<file path="src/design/sample_buffer_pkg.sv">
// sizes, sample and depth types, capture and readout structs, FSM state enums
package sample_buffer_pkg;

  ////////////////////////////////////////////////////////////////////////////
  // sizes
  ////////////////////////////////////////////////////////////////////////////
  localparam int CHANNELS = 4;
  localparam int BANK_DEPTH = 64;
  localparam int SAMPLE_WIDTH = 16;
  localparam int READ_LATENCY = 4;

  // one slot per word that can be in the RAM pipeline plus one
  localparam int SKID_DEPTH = READ_LATENCY + 1;

  ////////////////////////////////////////////////////////////////////////////
  // plain vector types
  ////////////////////////////////////////////////////////////////////////////
  typedef logic [SAMPLE_WIDTH-1:0] sample_t;
  typedef logic [$clog2(BANK_DEPTH)-1:0] bank_addr_t;
  typedef logic [$clog2(CHANNELS)-1:0] bank_sel_t;

  // 1, 2 or 4
  typedef logic [$clog2(CHANNELS+1)-1:0] active_count_t;

  // 0 up to the full memory when a single channel is active
  typedef logic [$clog2(BANK_DEPTH*CHANNELS+1)-1:0] channel_depth_t;
  typedef channel_depth_t [CHANNELS-1:0] depth_vector_t;

  // skid buffer pointers and occupancy
  typedef logic [$clog2(SKID_DEPTH+1)-1:0] skid_count_t;

  ////////////////////////////////////////////////////////////////////////////
  // structs
  ////////////////////////////////////////////////////////////////////////////
  typedef struct packed {
    logic [CHANNELS-1:0] valid;
    sample_t [CHANNELS-1:0] data;
  } capture_in_s;

  // one write port per bank
  typedef struct packed {
    logic [CHANNELS-1:0] en;
    bank_addr_t [CHANNELS-1:0] addr;
    sample_t [CHANNELS-1:0] data;
  } bank_write_s;

  typedef struct packed {
    sample_t data;
    logic last;
  } readout_word_s;

  ////////////////////////////////////////////////////////////////////////////
  // state machines
  ////////////////////////////////////////////////////////////////////////////
  typedef enum logic [1:0] {
    cap_idle,
    cap_armed,
    cap_full
  } capture_state_e;

  typedef enum logic [1:0] {
    rd_idle,
    rd_headers,
    rd_samples,
    rd_drain
  } readout_state_e;

endpackage

</file>
<file path="src/design/sample_bank_ram.sv">
// four sample banks with separate write ports and one pipelined read port
`timescale 1ns/1ps

module sample_bank_ram
  import sample_buffer_pkg::*;
(
  input  logic        capture_clk,
  input  bank_write_s bank_write,
  input  bank_sel_t   read_bank,
  input  bank_addr_t  read_addr,
  output sample_t     read_data
);

  // combinational read of every bank at the shared address
  sample_t bank_rd [CHANNELS];

  // read data pipeline with the output at stage READ_LATENCY-1
  sample_t read_pipe [READ_LATENCY];

  ////////////////////////////////////////////////////////////////////////////
  // banks
  ////////////////////////////////////////////////////////////////////////////
  for (genvar b = 0; b < CHANNELS; b++) begin : g_bank
    sample_t mem [BANK_DEPTH];

    always_ff @(posedge capture_clk) begin
      if (bank_write.en[b]) begin
        mem[bank_write.addr[b]] <= bank_write.data[b];
      end
    end

    assign bank_rd[b] = mem[read_addr];
  end

  ////////////////////////////////////////////////////////////////////////////
  // read pipeline
  ////////////////////////////////////////////////////////////////////////////
  // a new read may start every cycle
  always_ff @(posedge capture_clk) begin
    read_pipe[0] <= bank_rd[read_bank];
    for (int i = 1; i < READ_LATENCY; i++) begin
      read_pipe[i] <= read_pipe[i-1];
    end
  end

  assign read_data = read_pipe[READ_LATENCY-1];

endmodule

</file>
<file path="config.mk">
export PLATFORM = sky130hd
export DESIGN_NAME = sample_bank_ram
export DESIGN_NICKNAME = d
export VERILOG_FILES = /design/src/design/sample_buffer_pkg.sv /design/src/design/sample_bank_ram.sv
export SDC_FILE = /design/constraint.sdc
export NUM_CORES = 2
export LEC_CHECK = 0
export BUFFER_PORTS_ARGS = -buffer_cell sky130_fd_sc_hd__buf_2
export CELL_PAD_IN_SITES_DETAIL_PLACEMENT = 1
export CELL_PAD_IN_SITES_GLOBAL_PLACEMENT = 2
export CORE_MARGIN = 5
export CORE_UTILIZATION = 55
export DETAILED_ROUTE_END_ITERATION = 7
export HOLD_SLACK_MARGIN = 0.03
export PLACE_DENSITY_LB_ADDON = 0.3
export SLEW_MARGIN = 0
export SYNTH_ARGS = -nofsm -noshare
export SYNTH_HDL_FRONTEND = slang
export SYNTH_MEMORY_MAX_BITS = 65536
export SYNTH_SLANG_ARGS = --single-unit
</file>
<file path="constraint.sdc">
create_clock -name capture_clk -period 6.18 [get_ports capture_clk]
set_input_delay 0.309 -clock capture_clk [delete_from_list [all_inputs] [get_ports capture_clk]]
set_output_delay 0.309 -clock capture_clk [all_outputs]
set_load 0.01 [all_outputs]
</file>
==> reports/metrics.yaml <==
yosys:
  ys_ff_latch: 4160
  avgSynthCellArea_sq_um: 21.6
  synthAdderAreaFrac: 0
  async_flop_share: 0
  yosys.area_share.simple: 0.0223
  synthCells: 7445
  synth_edf_count: 4096
  ys_warn_count: 0
  syn-cell-area_sq_um: 161000
  yosysSeqAreaShare: 0.773
  yosys-mux-area-fraction: 0.155
  synth_compound_area_frac: 0.0294
  synthXorXnorAreaFrac: 0
  synth-main-ff-cell: "edfxtp_1"
  syn_nets: 7546
  synth_top_family_by_area: "multiplexers"
  yosysUniqueCellTypes: 72
global_routing:
  grt.overflow.total: 0
  grt_pass1_wl_um: 651000
  antenna_found_initial: 44
  grt_pass1_vias: 85796
  grtUsageTotal: 0.301
  grt_max_degree: 137
power:
  p_per_area_nw_per_um2: 329
  power.leakage_nw: 57.8
  vdd_drop_max_v: 0.000331
  power_mw: 59.4
setup_path:
  cp.required_ns: 7.02
  startpoint: "read_addr[0]"
  r2r-start: "g_bank[3].mem[1][14]"
  reg2reg_setup_slack_ns: 2.91
  worstPathMaxFanout: 95
  slowest_stage: "nand4_1"
  path_delay_family: "buffers and inverters"
  r2r_cells: 6
  crit_type: "in -> reg"
  rr_endpoint: "read_pipe[0][14]"
  endpoint_kind: "register"
  cp.arrival_ns: 4.93
  cp-start-kind: "input pin"
  path_buf_inv: 3
  crit_path_cell_trace: "buf_12, buf_12, buf_4, mux2i_1, o221a_2, o21ai_0, o21ai_0, a211oi_1, nand4_1, nor4_1"
  critPathMaxStageDelay_ns: 0.72
cells_and_area:
  final_cell_mix: "4,096 x edfxtp_1, 822 x mux4_2, 516 x mux2i_1"
  drive_gt1_frac: 0.250
  fin_nets: 8113
  area_growth_pct: 12.3
  layout_commonest_cell: "edfxtp_1"
floorplanning:
  row_count: 198
  die_y_um: 551
  dieArea_sq_um: 303000
  ioPinCount: 117
  core_sq_um: 291000
  start_util: 0.553
  dieWidth_um: 551
routing:
  ant_nets: 0
  initialDrtViolationCount: 11896
  firstDrtPassIters: 6
  drcViolationCount: 0
  vias: 82922
  via_per_inst: 6.75
  wl_per_cell_um: 37.3
  totalWireLength_um: 458000
sta:
  min_period_ns: 4.08
  max_freq_mhz: 245
  final.setup.tns_ns: 0
  final.setup_skew_ns: 0.0587
  rsz0062_at_grt: "no"
  hold_viol: 0
  fin_hold_ws_ns: 0.0390
  tightest_slew_ns: 1.41
  timing.slew.headroom: 0.0500
  setup_viol_count_final: 0
  report.final.slew_viol_count: 0
  fin_crit_sh: 0.660
cts:
  postCtsResizedCells: 0
  clockRootBuffer: "clkbuf_16"
  numCtsBuffers: 412
  ctsLongestPathBuffers: 4
  clk_latency_ns: 0.96
  htree_levels: 5
  clk_pin_slew_worst_paths_ns: 0.06
  clock_sinks: 4160
  cts_tree: "done"
placed_design:
  io_buffers: 116
  routabilityCongestion: 0.861
  post-dp-hpwl_um: 274000
worst_hold_path:
  hold_path_class: "in -> reg"
  hp-start: "bank_write[61]"
  hold_depth: 2
  min_to: "g_bank[3].mem[15][13]"
run:
  drv_cap: 0
status:
  outcome: "finished clean"
-- layout make-up --
type	instances	area [sq um]
antenna	26	65.1
clock buffer	516	11000
clock inverter	243	2410
fill	23777	110000
inverter	4	27.5
multi-input combinational	2854	33400
sequential	4160	124000
tap	3900	4880
timing repair buffer	580	4490
-- cells by family (layout without fill, tap and decap cells) --
logic type,after synthesis,in the layout
DFF,4160,4160
muxes,1421,1421
and+or+nand+nor,771,771
AOI/OAI and AO/OA,662,662
buffers and inverters,431,1343
other,0,26
-- state kept, by name (all words and copies together), names as in the netlist --
register	cells
g_bank.mem	4096
read_pipe	64
-- power by group --
part	switching [mW]	leakage, nW	internal, mW
clock	10.8	6.52	14.1
combinational	2.05	13.9	1.01
sequential	0.142	37.4	31.3
total	13.0	57.8	46.4
-- layer usage --
layer,vias up,global-route usage,part of all wire
met2,5140,0.470,0.47
met3,892,0.0641,0.11
met1,44251,0.428,0.38
met5,-,0,0.00024
li1,32621,-,-
met4,18,0.107,0.040
-- timing repair --
item,4_1_cts,5_1_grt
hold buffers,24,0
endpoints found under the hold margin,430,0
buffers inserted,0,0
setup endpoints to repair,0,0
-- synthesized netlist by cell type, types with 11 or more instances --
master / number / area, sq um
edfxtp_1: 4096 / 123000
mux4_2: 822 / 18500
mux2i_1: 516 / 5160
nor2_1: 363 / 1360
o221ai_1: 151 / 1320
o22ai_1: 145 / 907
nor3_1: 122 / 611
clkbuf_1: 114 / 428
a21oi_1: 109 / 546
buf_2: 106 / 531
nand2_1: 97 / 364
buf_6: 66 / 743
dfxtp_1: 64 / 1280
mux2_2: 58 / 653
o21ai_0: 53 / 265
buf_4: 49 / 368
a211oi_1: 45 / 338
nor4_1: 40 / 250
a22oi_1: 38 / 285
buf_8: 35 / 526
a221oi_1: 34 / 298
nand3_1: 34 / 170
buf_1: 30 / 113
mux4_1: 25 / 657
a22o_1: 19 / 166
nor2b_1: 15 / 93.8
clkbuf_8: 14 / 193
nand3b_1: 14 / 105
nand4_1: 14 / 87.6
a31oi_1: 11 / 68.8
or3b_2: 11 / 96.3
-- stage by stage --
stage                     worst slack (ns)  cell area, sq um   util  instances
after detailed placement              1.36            167000  0.574      11471
after global placement                1.19            167000  0.574      11469
after global routing                  2.13            180000  0.621      12266
after CTS                             2.36            180000  0.620      12254
after floorplan                       3.55            161000      -       7445
final                                 2.10            181000  0.621      12283
-- worst max path at each step --
stage,endpoint,cells after the start,slack [ns]
4_1_cts,read_pipe[0][4],10,2.36
5_1_grt,read_pipe[0][3],10,2.13
6_report,read_pipe[0][3],10,2.10
3_5_place_dp,read_pipe[0][3],10,1.36
3_3_place_gp,read_pipe[0][2],10,1.19
2_1_floorplan,read_pipe[0][8],10,3.55
Note: power is estimated with default switching activity, not from simulation.
