<file path="src/design/sample_buffer_pkg.sv">
// sizes, sample and depth types, capture and readout structs, FSM state enums
package sample_buffer_pkg;

  ////////////////////////////////////////////////////////////////////////////
  // sizes
  ////////////////////////////////////////////////////////////////////////////
  localparam int CHANNELS = 4;
  localparam int BANK_DEPTH = 64;
  localparam int SAMPLE_WIDTH = 16;
  localparam int READ_LATENCY = 4;

  // one slot per word that can be in the RAM pipeline plus one
  localparam int SKID_DEPTH = READ_LATENCY + 1;

  ////////////////////////////////////////////////////////////////////////////
  // plain vector types
  ////////////////////////////////////////////////////////////////////////////
  typedef logic [SAMPLE_WIDTH-1:0] sample_t;
  typedef logic [$clog2(BANK_DEPTH)-1:0] bank_addr_t;
  typedef logic [$clog2(CHANNELS)-1:0] bank_sel_t;

  // 1, 2 or 4
  typedef logic [$clog2(CHANNELS+1)-1:0] active_count_t;

  // 0 up to the full memory when a single channel is active
  typedef logic [$clog2(BANK_DEPTH*CHANNELS+1)-1:0] channel_depth_t;
  typedef channel_depth_t [CHANNELS-1:0] depth_vector_t;

  // skid buffer pointers and occupancy
  typedef logic [$clog2(SKID_DEPTH+1)-1:0] skid_count_t;

  ////////////////////////////////////////////////////////////////////////////
  // structs
  ////////////////////////////////////////////////////////////////////////////
  typedef struct packed {
    logic [CHANNELS-1:0] valid;
    sample_t [CHANNELS-1:0] data;
  } capture_in_s;

  // one write port per bank
  typedef struct packed {
    logic [CHANNELS-1:0] en;
    bank_addr_t [CHANNELS-1:0] addr;
    sample_t [CHANNELS-1:0] data;
  } bank_write_s;

  typedef struct packed {
    sample_t data;
    logic last;
  } readout_word_s;

  ////////////////////////////////////////////////////////////////////////////
  // state machines
  ////////////////////////////////////////////////////////////////////////////
  typedef enum logic [1:0] {
    cap_idle,
    cap_armed,
    cap_full
  } capture_state_e;

  typedef enum logic [1:0] {
    rd_idle,
    rd_headers,
    rd_samples,
    rd_drain
  } readout_state_e;

endpackage

</file>
<file path="src/design/readout_sequencer.sv">
// header and sample read scheduling, tag delay line, skid buffer and last flag
`timescale 1ns/1ps

module readout_sequencer
  import sample_buffer_pkg::*;
(
  input  logic          capture_clk,
  input  logic          readout_reset,
  input  logic          readout_start,
  input  logic          readout_sw_reset,
  input  logic          capture_armed,
  input  active_count_t active_channels,
  input  depth_vector_t write_depth,
  output bank_sel_t     read_bank,
  output bank_addr_t    read_addr,
  input  sample_t       read_data,
  input  logic          readout_ready,
  output logic          readout_valid,
  output readout_word_s readout_word
);

  // travels alongside each read through the RAM latency
  typedef struct packed {
    logic header;
    readout_word_s word;
  } read_tag_s;

  readout_state_e state_q;
  active_count_t act_q;
  depth_vector_t depth_q;
  bank_sel_t hdr_q;
  bank_sel_t chan_q;
  channel_depth_t samp_q;

  int last_chan;
  logic no_samples;
  channel_depth_t cur_depth;
  logic have_sample;
  logic hdr_final;
  logic chan_final;
  logic issue;
  read_tag_s issue_tag;

  logic [READ_LATENCY-1:0] tag_valid_q;
  read_tag_s tag_q [READ_LATENCY];
  readout_word_s ret_word;

  readout_word_s skid_mem [SKID_DEPTH];
  skid_count_t wr_ptr_q;
  skid_count_t rd_ptr_q;
  skid_count_t fill_q;
  skid_count_t outstanding_q;
  logic push;
  logic pop;

  function automatic skid_count_t next_ptr(input skid_count_t ptr);
    if (ptr == skid_count_t'(SKID_DEPTH - 1)) begin
      return '0;
    end
    return ptr + 1'b1;
  endfunction

  ////////////////////////////////////////////////////////////////////////////
  // item scheduling
  ////////////////////////////////////////////////////////////////////////////
  // highest active channel that holds data carries the last word
  always_comb begin
    last_chan = 0;
    no_samples = 1'b1;
    for (int c = 0; c < CHANNELS; c++) begin
      if ((c < int'(act_q)) && (depth_q[c] != '0)) begin
        last_chan = c;
        no_samples = 1'b0;
      end
    end
  end

  always_comb begin
    cur_depth = depth_q[chan_q];
    have_sample = (samp_q < cur_depth);
    hdr_final = (int'(hdr_q) + 1 >= int'(act_q));
    chan_final = (int'(chan_q) + 1 >= int'(act_q));

    // in-flight reads plus skid contents never exceed the skid size
    issue = (outstanding_q < skid_count_t'(SKID_DEPTH)) &&
            ((state_q == rd_headers) || ((state_q == rd_samples) && have_sample));

    issue_tag.header = (state_q == rd_headers);
    if (state_q == rd_headers) begin
      issue_tag.word.data = sample_t'(depth_q[hdr_q]);
      issue_tag.word.last = hdr_final && no_samples;
    end else begin
      issue_tag.word.data = '0;
      issue_tag.word.last = (int'(chan_q) == last_chan) &&
                            (channel_depth_t'(samp_q + 1'b1) == cur_depth);
    end

    // same banking rule as the capture side
    read_addr = bank_addr_t'(samp_q);
    read_bank = bank_sel_t'(int'(chan_q) +
                            int'(act_q) * int'(samp_q >> $clog2(BANK_DEPTH)));
  end

  always_ff @(posedge capture_clk) begin
    if (readout_reset || readout_sw_reset) begin
      state_q <= rd_idle;
      act_q <= '0;
      depth_q <= '0;
      hdr_q <= '0;
      chan_q <= '0;
      samp_q <= '0;
    end else begin
      case (state_q)
        rd_idle: begin
          if (readout_start && !capture_armed) begin
            act_q <= active_channels;
            depth_q <= write_depth;
            hdr_q <= '0;
            chan_q <= '0;
            samp_q <= '0;
            state_q <= rd_headers;
          end
        end
        rd_headers: begin
          if (issue) begin
            if (hdr_final) begin
              state_q <= rd_samples;
            end else begin
              hdr_q <= hdr_q + 1'b1;
            end
          end
        end
        rd_samples: begin
          if (issue) begin
            samp_q <= samp_q + 1'b1;
          end else if (!have_sample) begin
            // step to the next channel once this one is exhausted
            if (chan_final) begin
              state_q <= rd_drain;
            end else begin
              chan_q <= chan_q + 1'b1;
              samp_q <= '0;
            end
          end
        end
        rd_drain: begin
          // wait for the last word to leave the skid buffer
          if (outstanding_q == '0) begin
            state_q <= rd_idle;
          end
        end
        default: begin
          state_q <= rd_idle;
        end
      endcase
    end
  end

  ////////////////////////////////////////////////////////////////////////////
  // tag delay line in step with the RAM pipeline
  ////////////////////////////////////////////////////////////////////////////
  always_ff @(posedge capture_clk) begin
    if (readout_reset || readout_sw_reset) begin
      tag_valid_q <= '0;
    end else begin
      tag_valid_q <= {tag_valid_q[READ_LATENCY-2:0], issue};
    end
  end

  always_ff @(posedge capture_clk) begin
    tag_q[0] <= issue_tag;
    for (int i = 1; i < READ_LATENCY; i++) begin
      tag_q[i] <= tag_q[i-1];
    end
  end

  always_comb begin
    ret_word = tag_q[READ_LATENCY-1].word;
    if (!tag_q[READ_LATENCY-1].header) begin
      ret_word.data = read_data;
    end
  end

  ////////////////////////////////////////////////////////////////////////////
  // skid buffer and output handshake
  ////////////////////////////////////////////////////////////////////////////
  assign push = tag_valid_q[READ_LATENCY-1];
  assign pop = readout_valid && readout_ready;

  always_ff @(posedge capture_clk) begin
    if (push) begin
      skid_mem[wr_ptr_q] <= ret_word;
    end
  end

  always_ff @(posedge capture_clk) begin
    if (readout_reset || readout_sw_reset) begin
      wr_ptr_q <= '0;
      rd_ptr_q <= '0;
      fill_q <= '0;
      outstanding_q <= '0;
    end else begin
      if (push) begin
        wr_ptr_q <= next_ptr(wr_ptr_q);
      end
      if (pop) begin
        rd_ptr_q <= next_ptr(rd_ptr_q);
      end
      fill_q <= fill_q + skid_count_t'(push) - skid_count_t'(pop);
      outstanding_q <= outstanding_q + skid_count_t'(issue) - skid_count_t'(pop);
    end
  end

  // head word is held until it transfers
  assign readout_valid = (fill_q != '0);
  assign readout_word = skid_mem[rd_ptr_q];

endmodule

</file>
<file path="config.mk">
export PLATFORM = sky130hd
export DESIGN_NAME = readout_sequencer
export DESIGN_NICKNAME = d
export VERILOG_FILES = /design/src/design/sample_buffer_pkg.sv /design/src/design/readout_sequencer.sv
export SDC_FILE = /design/constraint.sdc
export NUM_CORES = 1
export LEC_CHECK = 0
export BUFFER_PORTS_ARGS = -buffer_cell sky130_fd_sc_hd__clkbuf_2
export CORE_MARGIN = 2
export CORE_UTILIZATION = 44
export DETAILED_ROUTE_END_ITERATION = 8
export PLACE_DENSITY = 0.66
export SYNTH_ARGS = -nofsm -noshare
export SYNTH_HDL_FRONTEND = slang
export SYNTH_SLANG_ARGS = --single-unit
export TNS_END_PERCENT = 10
</file>
<file path="constraint.sdc">
create_clock -name capture_clk -period 3.6 [get_ports capture_clk]
set_input_delay 0.54 -clock capture_clk [delete_from_list [all_inputs] [get_ports capture_clk]]
set_output_delay 0.54 -clock capture_clk [all_outputs]
set_load 0.01 [all_outputs]
</file>
==> results of run 1 <==
==> final cells by class <==
class / count / area share [%]
Clock buffer: 22 / 5.29
Clock inverter: 16 / 1.36
Timing Repair Buffer: 105 / 5.73
Tap cell: 265 / 3.32
Sequential cell: 202 / 49.0
Multi-Input combinational cell: 435 / 34.1
Inverter: 33 / 1.24
==> cell usage in the layout, fill, tap and decap left out, types with 3 or more instances in the layout <==
master and n:
buf_4 19, and2_1 16, clkbuf_16 21, nor2b_1 12
edfxtp_1 85, clkinvlp_4 3, nand2b_1 4, or3_1 4
and3_1 3, mux2i_1 3, nand3b_1 4, nor2_1 28
clkbuf_2 86, inv_1 32, mux2_2 27, a31oi_1 9
nor3_1 6, o21ai_0 7, clkinv_1 7, nor4_1 5
nand4_1 3, a21oi_1 58, xnor2_1 17, dfxtp_1 117
ha_1 33, xor2_1 3, nand2_1 98, mux4_2 35
nand3_1 12, o211ai_1 9
==> how the worst max path moves through the flow <==
stage          slack [ns]               end  cells after the start
2_1_floorplan        0.39  outstanding_q[2]                     14
3_3_place_gp         0.41  outstanding_q[2]                     14
3_5_place_dp         0.36  outstanding_q[2]                     14
4_1_cts              0.33  outstanding_q[2]                     14
5_1_grt              0.05  outstanding_q[2]                     14
6_report             0.35  outstanding_q[2]                     14
==> cell families after synthesis <==
group	count (synthesis)
simple gates	204
flops	202
compound gates	110
buf+inv	72
mux	65
fa+ha+maj	35
xor+xnor	21
==> per-stage QoR <==
stage	utilization (%)	cell area [um2]	power (mW)	hold WS, ns	std cells
global placement	48.3	9330	2.66	0.311	1040
finish	51.7	10000	4.69	0.261	1078
CTS	51.7	10000	4.75	0.244	1078
global route	51.7	10000	4.86	0.249	1078
floorplan	-	8590	2.59	0.310	709
detailed placement	48.3	9330	2.66	0.312	1040
==> sequential cells by signal, summed over array words and instances (netlist names), 3 cells and up, named ones only <==
| signal | count |
|---|---|
| act_q | 3 |
| depth_q | 36 |
| fill_q | 3 |
| outstanding_q | 3 |
| rd_ptr_q | 3 |
| samp_q | 9 |
| skid_mem | 85 |
| tag_q | 44 |
| tag_valid_q | 4 |
| wr_ptr_q | 3 |
==> power groups by stage <==
stage / Combinational (mW) / Clock (mW) / Sequential [mW]
floorplan: 0.121 / 0 / 2.47
global route: 0.211 / 2.22 / 2.43
CTS: 0.188 / 2.13 / 2.43
detailed placement: 0.186 / 0 / 2.48
finish: 0.187 / 2.07 / 2.43
global placement: 0.185 / 0 / 2.48
==> worst register-to-register path: cells and delay by family, from the launching register on <==
| family | cells | cell delay, ns |
|---|---|---|
| muxes | 1 | 0.56 |
| xor gates and xnor gates | 1 | 0.16 |
| and+or+nand+nor | 3 | 0.32 |
| DFF | 1 | 0.31 |
| AOI/OAI and AO/OA | 3 | 0.73 |
| adders and majority gates | 3 | 0.70 |
| buffers and inverters | 3 | 0.36 |
==> layer usage <==
metal	up-vias	wire length [um]
met5	-	0
met3	32	885
li1	2733	-
met2	162	8280
met4	0	403
met1	2636	7760
==> flow_summary.yaml, run 1 <==
outcome:
  status: "finished clean"
logic_synthesis:
  synth_commonest_cells: "dfxtp_1, nand2_1, edfxtp_1"
  synth_area_um2: 8590
  synthTopCellsByArea: "edfxtp_1, dfxtp_1, mux4_2, ha_1, nand2_1"
  synth-simple-area-share_pct: 11.1
  avgSynthCellArea_um2: 12.1
  async_reset_ff_share_pct: 0
  ys_warn_count: 0
  synth_mux_area_share_pct: 13.1
  ys_ff_latch: 202
  yosysTopAreaCell: "edfxtp_1"
  synth_cell_types: 58
  synth_top_area_share_pct: 29.7
  synth-seq-area-share_pct: 57.0
  synth_fa_ha_area_share_pct: 5.27
  synth_most_common_cell: "dfxtp_1"
  synth_nets: 805
  synth_compound_area_share_pct: 7.86
  synth_top_family_by_area: "multiplexers"
  synth-xor-area-share_pct: 2.30
  syn-instance-count: 709
  synth-edff-count: 85
  yosys_most_used_dff: "dfxtp_1"
global_route:
  grt_busiest_layer: "met2"
  first_global_vias: 5503
  track_usage_pct: 17.3
  use_met1_pct: 22.6
  gr-usage-met2_pct: 29.5
  grt_antenna_before_repair: 0
  grt_max_degree: 41
  overflow: 0
  grt_use_met3_pct: 3.13
  grt_pass1_wl_um: 28100
power_and_ir_drop:
  power_density_nw_per_um2: 469
  switching_share_pct: 21.0
  comb_power_share_pct: 4.0
  p_seq_share_pct: 51.8
  cellLeakagePower_nw: 3.69
  ir_drop_uv: 364
  p_int_mw: 3.70
  clkPwrFrac_pct: 44.2
  p_switching_mw: 0.985
timing:
  finClkSkew_ns: 0.00750
  timing.final.ws_setup_ns: 0.349
  fin_crit_sh_pct: 90.3
  maxSlewViolCount: 0
  setup_viol: 0
  hold_viol_final: 0
  tightest_slew_ns: 0.927
  min_period_ns: 3.25
  setup_tns_ns: 0
  clock.fmax_ghz: 0.308
  slew_headroom_pct: 38.2
  rsz0062_at_grt: "false"
setup_path:
  crit_family: "compound AO/OA/AOI/OAI gates"
  crit_buf_inv: 3
  path_cells: "buf_4 > mux4_2 > inv_1 > ha_1 > nor2b_1 > o2111ai_1 > a31oi_1 > nor2_1 > o21ai_0 > inv_1 > ha_1 > fa_1 > xnor2_1 > nor2_1"
  crit_slowest_cell: "mux4_2"
  arrival_ns: 3.62
  required_ns: 3.97
  max_stage_delay_ns: 0.55
  path_max_fanout: 11
  crit_type: "reg -> reg"
  worstSetupStartpointType: "flip-flop"
  cp-startpoint: "chan_q[1]"
  r2r_start: "chan_q[1]"
  reg2reg_to: "outstanding_q[2]"
  r2r_cells: 14
  regToRegSetupSlack_ns: 0.35
  endpoint_kind: "flip-flop"
cts:
  postCtsSetupBuffers: 0
  cts_root_buf: "clkbuf_16"
  cts_sinks: 202
  path_clk_slew_ns: 0.06
  numCtsBuffers: 21
  max-clock-path-buffers: 3
  clkLatencyLatePin_ns: 0.50
  cts_hold_buf: 0
  htree_levels: 1
  cts_resized: 0
  cts_tree: "yes"
layout:
  drive_above_1_share_pct: 25.0
  finish.net_count: 894
  multiInputGateArea_um2: 3410
  antenna_cells: 0
  fillCellCount: 1710
  seqCellArea_um2: 4890
  area_delta_synth_final_pct: 16.3
floorplanning:
  rows: 51
  die-height_um: 144
  start_util_pct: 44.5
  dieWidth_um: 144
  ios: 87
  die-area_um2: 20700
  coreArea_um2: 19300
detailed_routing:
  avgRoutedWirePerCell_um: 16.1
  via_per_inst: 5.16
  via_count: 5563
  routed_wl_um: 17300
  drt_first_pass_iters: 5
  drc_errors: 0
  drtAntennaViolNets: 0
  drt-initial-drc-count: 380
job:
  max_cap_viol_count: 0
placed_design:
  gp_congestion: 0.875
  portBuffers: 86
  dpl_worst_slack_ns: 0.361
  dp_hpwl_um: 12200
hold_path:
  hold_class: "in -> reg"
  whs_endpoint: "depth_q[8]"
  hold_depth: 3
  hp-start: "write_depth[8]"
Power figures use the tool's default switching activity.
==> inputs of run 2 (changes only) <==
--- a/config.mk
+++ b/config.mk
@@ -10,6 +10,7 @@
 export CORE_UTILIZATION = 44
 export DETAILED_ROUTE_END_ITERATION = 8
 export PLACE_DENSITY = 0.66
+export RECOVER_POWER = 100
 export SYNTH_ARGS = -nofsm -noshare
 export SYNTH_HDL_FRONTEND = slang
 export SYNTH_SLANG_ARGS = --single-unit
==> flow_summary.yaml, run 2 (synthesized netlist as in run 1, its figures left out) <==
timing:
  slew_headroom_pct: 4.54
  tightest_slew_ns: 1.43
  setup_viol: 0
  rsz0062_at_grt: "false"
  finClkSkew_ns: 0.00631
  clock.fmax_ghz: 0.310
  maxSlewViolCount: 0
  min_period_ns: 3.23
  hold_viol_final: 0
  fin_crit_sh_pct: 89.6
  setup_tns_ns: 0
layout:
  fin_cells: 1078
  reg_top3: "skid_mem: 85 flops, tag_q: 44 flops, depth_q: 36 flops"
  most-common-layout-cells: "dfxtp_1, nand2_1, edfxtp_1, clkbuf_2, a21oi_1"
  finish.net_count: 894
  top_register: "skid_mem"
  drive_above_1_share_pct: 19.3
  largest_register_ff_count: 85
  area_delta_synth_final_pct: 15.5
  antenna_cells: 0
  final_common_cell: "dfxtp_1"
setup_path:
  required_ns: 3.97
  path_cells: "buf_4 > mux4_2 > inv_1 > ha_1 > nor2b_1 > o2111ai_1 > a31oi_1 > nor2_1 > o21ai_0 > inv_1 > ha_1 > fa_1 > xnor2_1 > nor2_1"
  reg2reg_to: "outstanding_q[2]"
  worstSetupStartpointType: "flip-flop"
  crit_buf_inv: 3
  crit_family: "adder cells"
  crit_type: "reg -> reg"
  crit_slowest_cell: "mux4_2"
  endpoint_kind: "flip-flop"
  arrival_ns: 3.59
  r2r_cells: 14
  r2r_start: "chan_q[1]"
  max_stage_delay_ns: 0.55
  regToRegSetupSlack_ns: 0.37
  path_max_fanout: 11
floorplanning:
  coreArea_um2: 19300
  dieWidth_um: 144
  die-height_um: 144
  ios: 87
  rows: 51
  die-area_um2: 20700
  start_util_pct: 44.5
detailed_routing:
  drc_errors: 0
  drt_first_pass_iters: 5
  via_count: 5575
  via_per_inst: 5.17
  drtAntennaViolNets: 0
  drt-initial-drc-count: 405
  routed_wl_um: 17400
  avgRoutedWirePerCell_um: 16.2
cts:
  cts_sinks: 202
  clkLatencyLatePin_ns: 0.49
  cts_root_buf: "clkbuf_16"
  cts_tree: "yes"
  cts_resized: 0
  cts_hold_buf: 0
  postCtsSetupBuffers: 0
  max-clock-path-buffers: 3
  htree_levels: 1
  path_clk_slew_ns: 0.06
  numCtsBuffers: 21
power_and_ir_drop:
  ir_drop_uv: 364
  power_density_nw_per_um2: 472
  design_power_total_mw: 4.68
  cellLeakagePower_nw: 3.57
placed_design:
  dp_hpwl_um: 12200
  gp_congestion: 0.875
  dpl.cell_count: 1040
  portBuffers: 86
global_route:
  grt_max_degree: 41
  overflow: 0
  use_met1_pct: 22.6
  grt_antenna_before_repair: 0
  grt_use_met3_pct: 3.13
  grt_busiest_layer: "met2"
  grt_pass1_wl_um: 28100
  gr-usage-met2_pct: 29.5
  track_usage_pct: 17.3
  first_global_vias: 5503
hold_path:
  hold_depth: 3
  hp-start: "write_depth[8]"
  whs_endpoint: "depth_q[8]"
  hold_class: "in -> reg"
outcome:
  status: "finished clean"
job:
  max_cap_viol_count: 0
[run 2: changes by cell type in the layout (fill, tap and decap cells not counted), sizes merged]
cell / previous run / this run
buf: 19 / 12
clkbuf: 108 / 115
[run 2: per-stage QoR]
| stage | util [%] | hold slack [ns] | setup slack [ns] | area [um2] |
|---|---|---|---|---|
| after global placement | 48.3 | 0.311 | 0.408 | 9330 |
| final | 51.3 | 0.262 | 0.374 | 9930 |
| after detailed placement | 48.3 | 0.312 | 0.361 | 9330 |
| after floorplan | - | 0.310 | 0.388 | 8590 |
| after CTS | 51.7 | 0.244 | 0.329 | 10000 |
| after global routing | 51.3 | 0.249 | 0.0941 | 9930 |
[run 2: worst max-delay path by stage]
stage | slack [ns] | cells past startpoint | end | from
floorplan | 0.39 | 14 | outstanding_q[2] | chan_q[1]
global placement | 0.41 | 14 | outstanding_q[2] | chan_q[1]
detailed placement | 0.36 | 14 | outstanding_q[2] | chan_q[1]
CTS | 0.33 | 14 | outstanding_q[2] | chan_q[1]
global route | 0.09 | 14 | outstanding_q[2] | chan_q[1]
finish | 0.37 | 14 | outstanding_q[2] | chan_q[1]
[run 2: power breakdown]
group / switching (mW) / internal [mW] / leakage [nW] / total, mW
sequential: 0.0194 / 2.41 / 1.71 / 2.43
combinational: 0.108 / 0.0750 / 1.54 / 0.183
clock: 0.857 / 1.21 / 0.316 / 2.07
total: 0.984 / 3.70 / 3.57 / 4.68
[run 2: cell type report]
| type | instances | area (um2) |
|---|---|---|
| inverters | 33 | 124 |
| repair buffers | 105 | 517 |
| multi-input cells | 435 | 3400 |
| fillers | 1735 | 9410 |
| well taps | 265 | 332 |
| clock inverters | 16 | 136 |
| clock buffers | 22 | 529 |
| flip-flops and latches | 202 | 4890 |
[run 2: per-layer routing]
metal  routed length [um]  vias up
met4                  449        0
met3                  883       37
met1                 7800     2636
met5                    0        -
met2                 8280      163
li1                     -     2739
[run 2: worst reg2reg max path, cell delays in order (launching register included)]
cell	delay [ns]
dfxtp_1	0.31
buf_4	0.21
mux4_2	0.56
inv_1	0.07
ha_1	0.11
nor2b_1	0.13
o2111ai_1	0.15
a31oi_1	0.32
nor2_1	0.14
o21ai_0	0.22
inv_1	0.08
ha_1	0.21
fa_1	0.38
xnor2_1	0.16
nor2_1	0.05
==> inputs of run 3 (changes only) <==
--- a/config.mk
+++ b/config.mk
@@ -6,10 +6,10 @@
 export NUM_CORES = 1
 export LEC_CHECK = 0
 export BUFFER_PORTS_ARGS = -buffer_cell sky130_fd_sc_hd__clkbuf_2
-export CORE_MARGIN = 2
+export CORE_MARGIN = 1
 export CORE_UTILIZATION = 44
 export DETAILED_ROUTE_END_ITERATION = 8
-export PLACE_DENSITY = 0.66
+export PLACE_DENSITY = 0.64
 export RECOVER_POWER = 100
 export SYNTH_ARGS = -nofsm -noshare
 export SYNTH_HDL_FRONTEND = slang
==> flow_summary.yaml, run 3 (synthesized netlist as in run 1, its figures left out) <==
global_route:
  gr-usage-met2_pct: 34.1
  grt_pass1_wl_um: 30300
  grt_max_degree: 44
  overflow: 0
  use_met1_pct: 24.5
  grt_busiest_layer: "met2"
  grt_antenna_before_repair: 0
  grt_use_met3_pct: 2.83
  track_usage_pct: 19.4
  first_global_vias: 5825
power_and_ir_drop:
  ir_drop_uv: 318
  cellLeakagePower_nw: 3.61
  power_density_nw_per_um2: 498
  design_power_total_mw: 4.99
hold_path:
  hold_depth: 3
  hold_class: "in -> reg"
  whs_endpoint: "depth_q[35]"
  hp-start: "write_depth[35]"
detailed_routing:
  drt_first_pass_iters: 4
  drt-initial-drc-count: 380
  drtAntennaViolNets: 0
  routed_wl_um: 18900
  via_per_inst: 5.32
  avgRoutedWirePerCell_um: 17.7
  drc_errors: 0
  via_count: 5695
outcome:
  status: "finished, violations left"
  violations: "capacitance limit, slew limit"
placed_design:
  portBuffers: 86
  dp_hpwl_um: 13300
  dpl.cell_count: 1032
  gp_congestion: 0.890
  placed_cell_area_um2: 9300
  dpl_worst_slack_ns: 0.163
setup_path:
  required_ns: 3.97
  path_max_fanout: 12
  crit_type: "reg -> reg"
  endpoint_kind: "flip-flop"
  regToRegSetupSlack_ns: 0.23
  worstSetupStartpointType: "flip-flop"
  reg2reg_to: "outstanding_q[2]"
  r2r_start: "chan_q[0]"
  max_stage_delay_ns: 0.64
  r2r_cells: 12
  path_cells: "mux4_2 > inv_1 > ha_1 > nand4_1 > a31oi_1 > nor2_1 > o21ai_0 > inv_1 > ha_1 > fa_1 > xnor2_1 > nor2_1"
  arrival_ns: 3.73
  crit_slowest_cell: "dfxtp_1"
cts:
  max-clock-path-buffers: 3
  cts_sinks: 202
  postCtsSetupBuffers: 0
  path_clk_slew_ns: 0.07
  htree_levels: 1
  cts_resized: 0
  cts_tree: "yes"
  cts_root_buf: "clkbuf_16"
  numCtsBuffers: 21
  clkLatencyLatePin_ns: 0.50
  cts_hold_buf: 0
timing:
  setup_viol: 0
  rsz0062_at_grt: "false"
  timing.final.ws_setup_ns: 0.235
  clock.fmax_ghz: 0.297
  tightest_slew_ns: 1.56
  hold_viol_final: 0
  setup_tns_ns: 0
  maxSlewViolCount: 40
  finClkSkew_ns: 0.00619
  fin_crit_sh_pct: 93.5
  slew_headroom_pct: -4.00
  min_period_ns: 3.37
layout:
  area_delta_synth_final_pct: 16.5
  final_common_cell: "dfxtp_1"
  fillCellCount: 1644
  largest_register_ff_count: 85
  seqCellArea_um2: 4900
  reg_top3: "skid_mem: 85 flops, tag_q: 44 flops, depth_q: 36 flops"
  drive_above_1_share_pct: 20.2
  fin_area_um2: 10000
  fin_cells: 1070
  finish.net_count: 891
  top_register: "skid_mem"
  multiInputGateArea_um2: 3400
  most-common-layout-cells: "dfxtp_1, nand2_1, edfxtp_1, clkbuf_2, a21oi_1"
  antenna_cells: 0
floorplanning:
  coreArea_um2: 19000
  dieWidth_um: 142
  ios: 87
  rows: 50
  die-height_um: 142
  start_util_pct: 45.3
  die-area_um2: 20100
job:
  max_cap_viol_count: 1
[run 3: final cells by class]
cell class | count | area share [%]
clock buffers | 24 | 5.56
clock inverters | 14 | 2.20
inverters | 33 | 1.24
multi-input cells | 435 | 33.9
flip-flops and latches | 202 | 48.9
well taps | 260 | 3.25
repair buffers | 102 | 4.91
[run 3: where the power goes]
| group | internal, mW | total (mW) | switching (mW) |
|---|---|---|---|
| clock | 1.48 | 2.38 | 0.893 |
| combinational | 0.0746 | 0.184 | 0.109 |
| sequential | 2.41 | 2.43 | 0.0209 |
| total | 3.97 | 4.99 | 1.02 |
[run 3: per-stage QoR]
| step | hold slack [ns] | utilization, % |
|---|---|---|
| finish | 0.263 | 52.8 |
| global route | 0.250 | 52.8 |
| CTS | 0.239 | 53.2 |
| detailed placement | 0.312 | 49.1 |
| global placement | 0.310 | 49.1 |
| floorplan | 0.310 | - |
[run 3: worst max-delay path by stage]
stage	startpoint	end	slack (ns)
finish	chan_q[0]	outstanding_q[2]	0.23
global route	chan_q[0]	samp_q[6]	0.04
CTS	chan_q[1]	outstanding_q[2]	0.14
detailed placement	chan_q[1]	outstanding_q[2]	0.16
global placement	chan_q[1]	outstanding_q[2]	0.22
floorplan	chan_q[1]	outstanding_q[2]	0.39
[run 3: critical path, delay by kind of cell (launching register included)]
| family | cells | cell delay [ns] |
|---|---|---|
| AO/OA/AOI/OAI | 2 | 0.62 |
| XOR/XNOR | 1 | 0.17 |
| buffers and inverters | 2 | 0.17 |
| AND/OR/NAND/NOR | 3 | 0.30 |
| flip-flops | 1 | 0.64 |
| multiplexers | 1 | 0.60 |
| adder cells (fa/ha/maj) | 3 | 0.74 |
[run 3: routing by layer]
layer | vias up | share of wire, %
met4 | 0 | 2.7
met5 | - | 0
met2 | 167 | 50
li1 | 2738 | -
met3 | 42 | 4.5
met1 | 2748 | 43
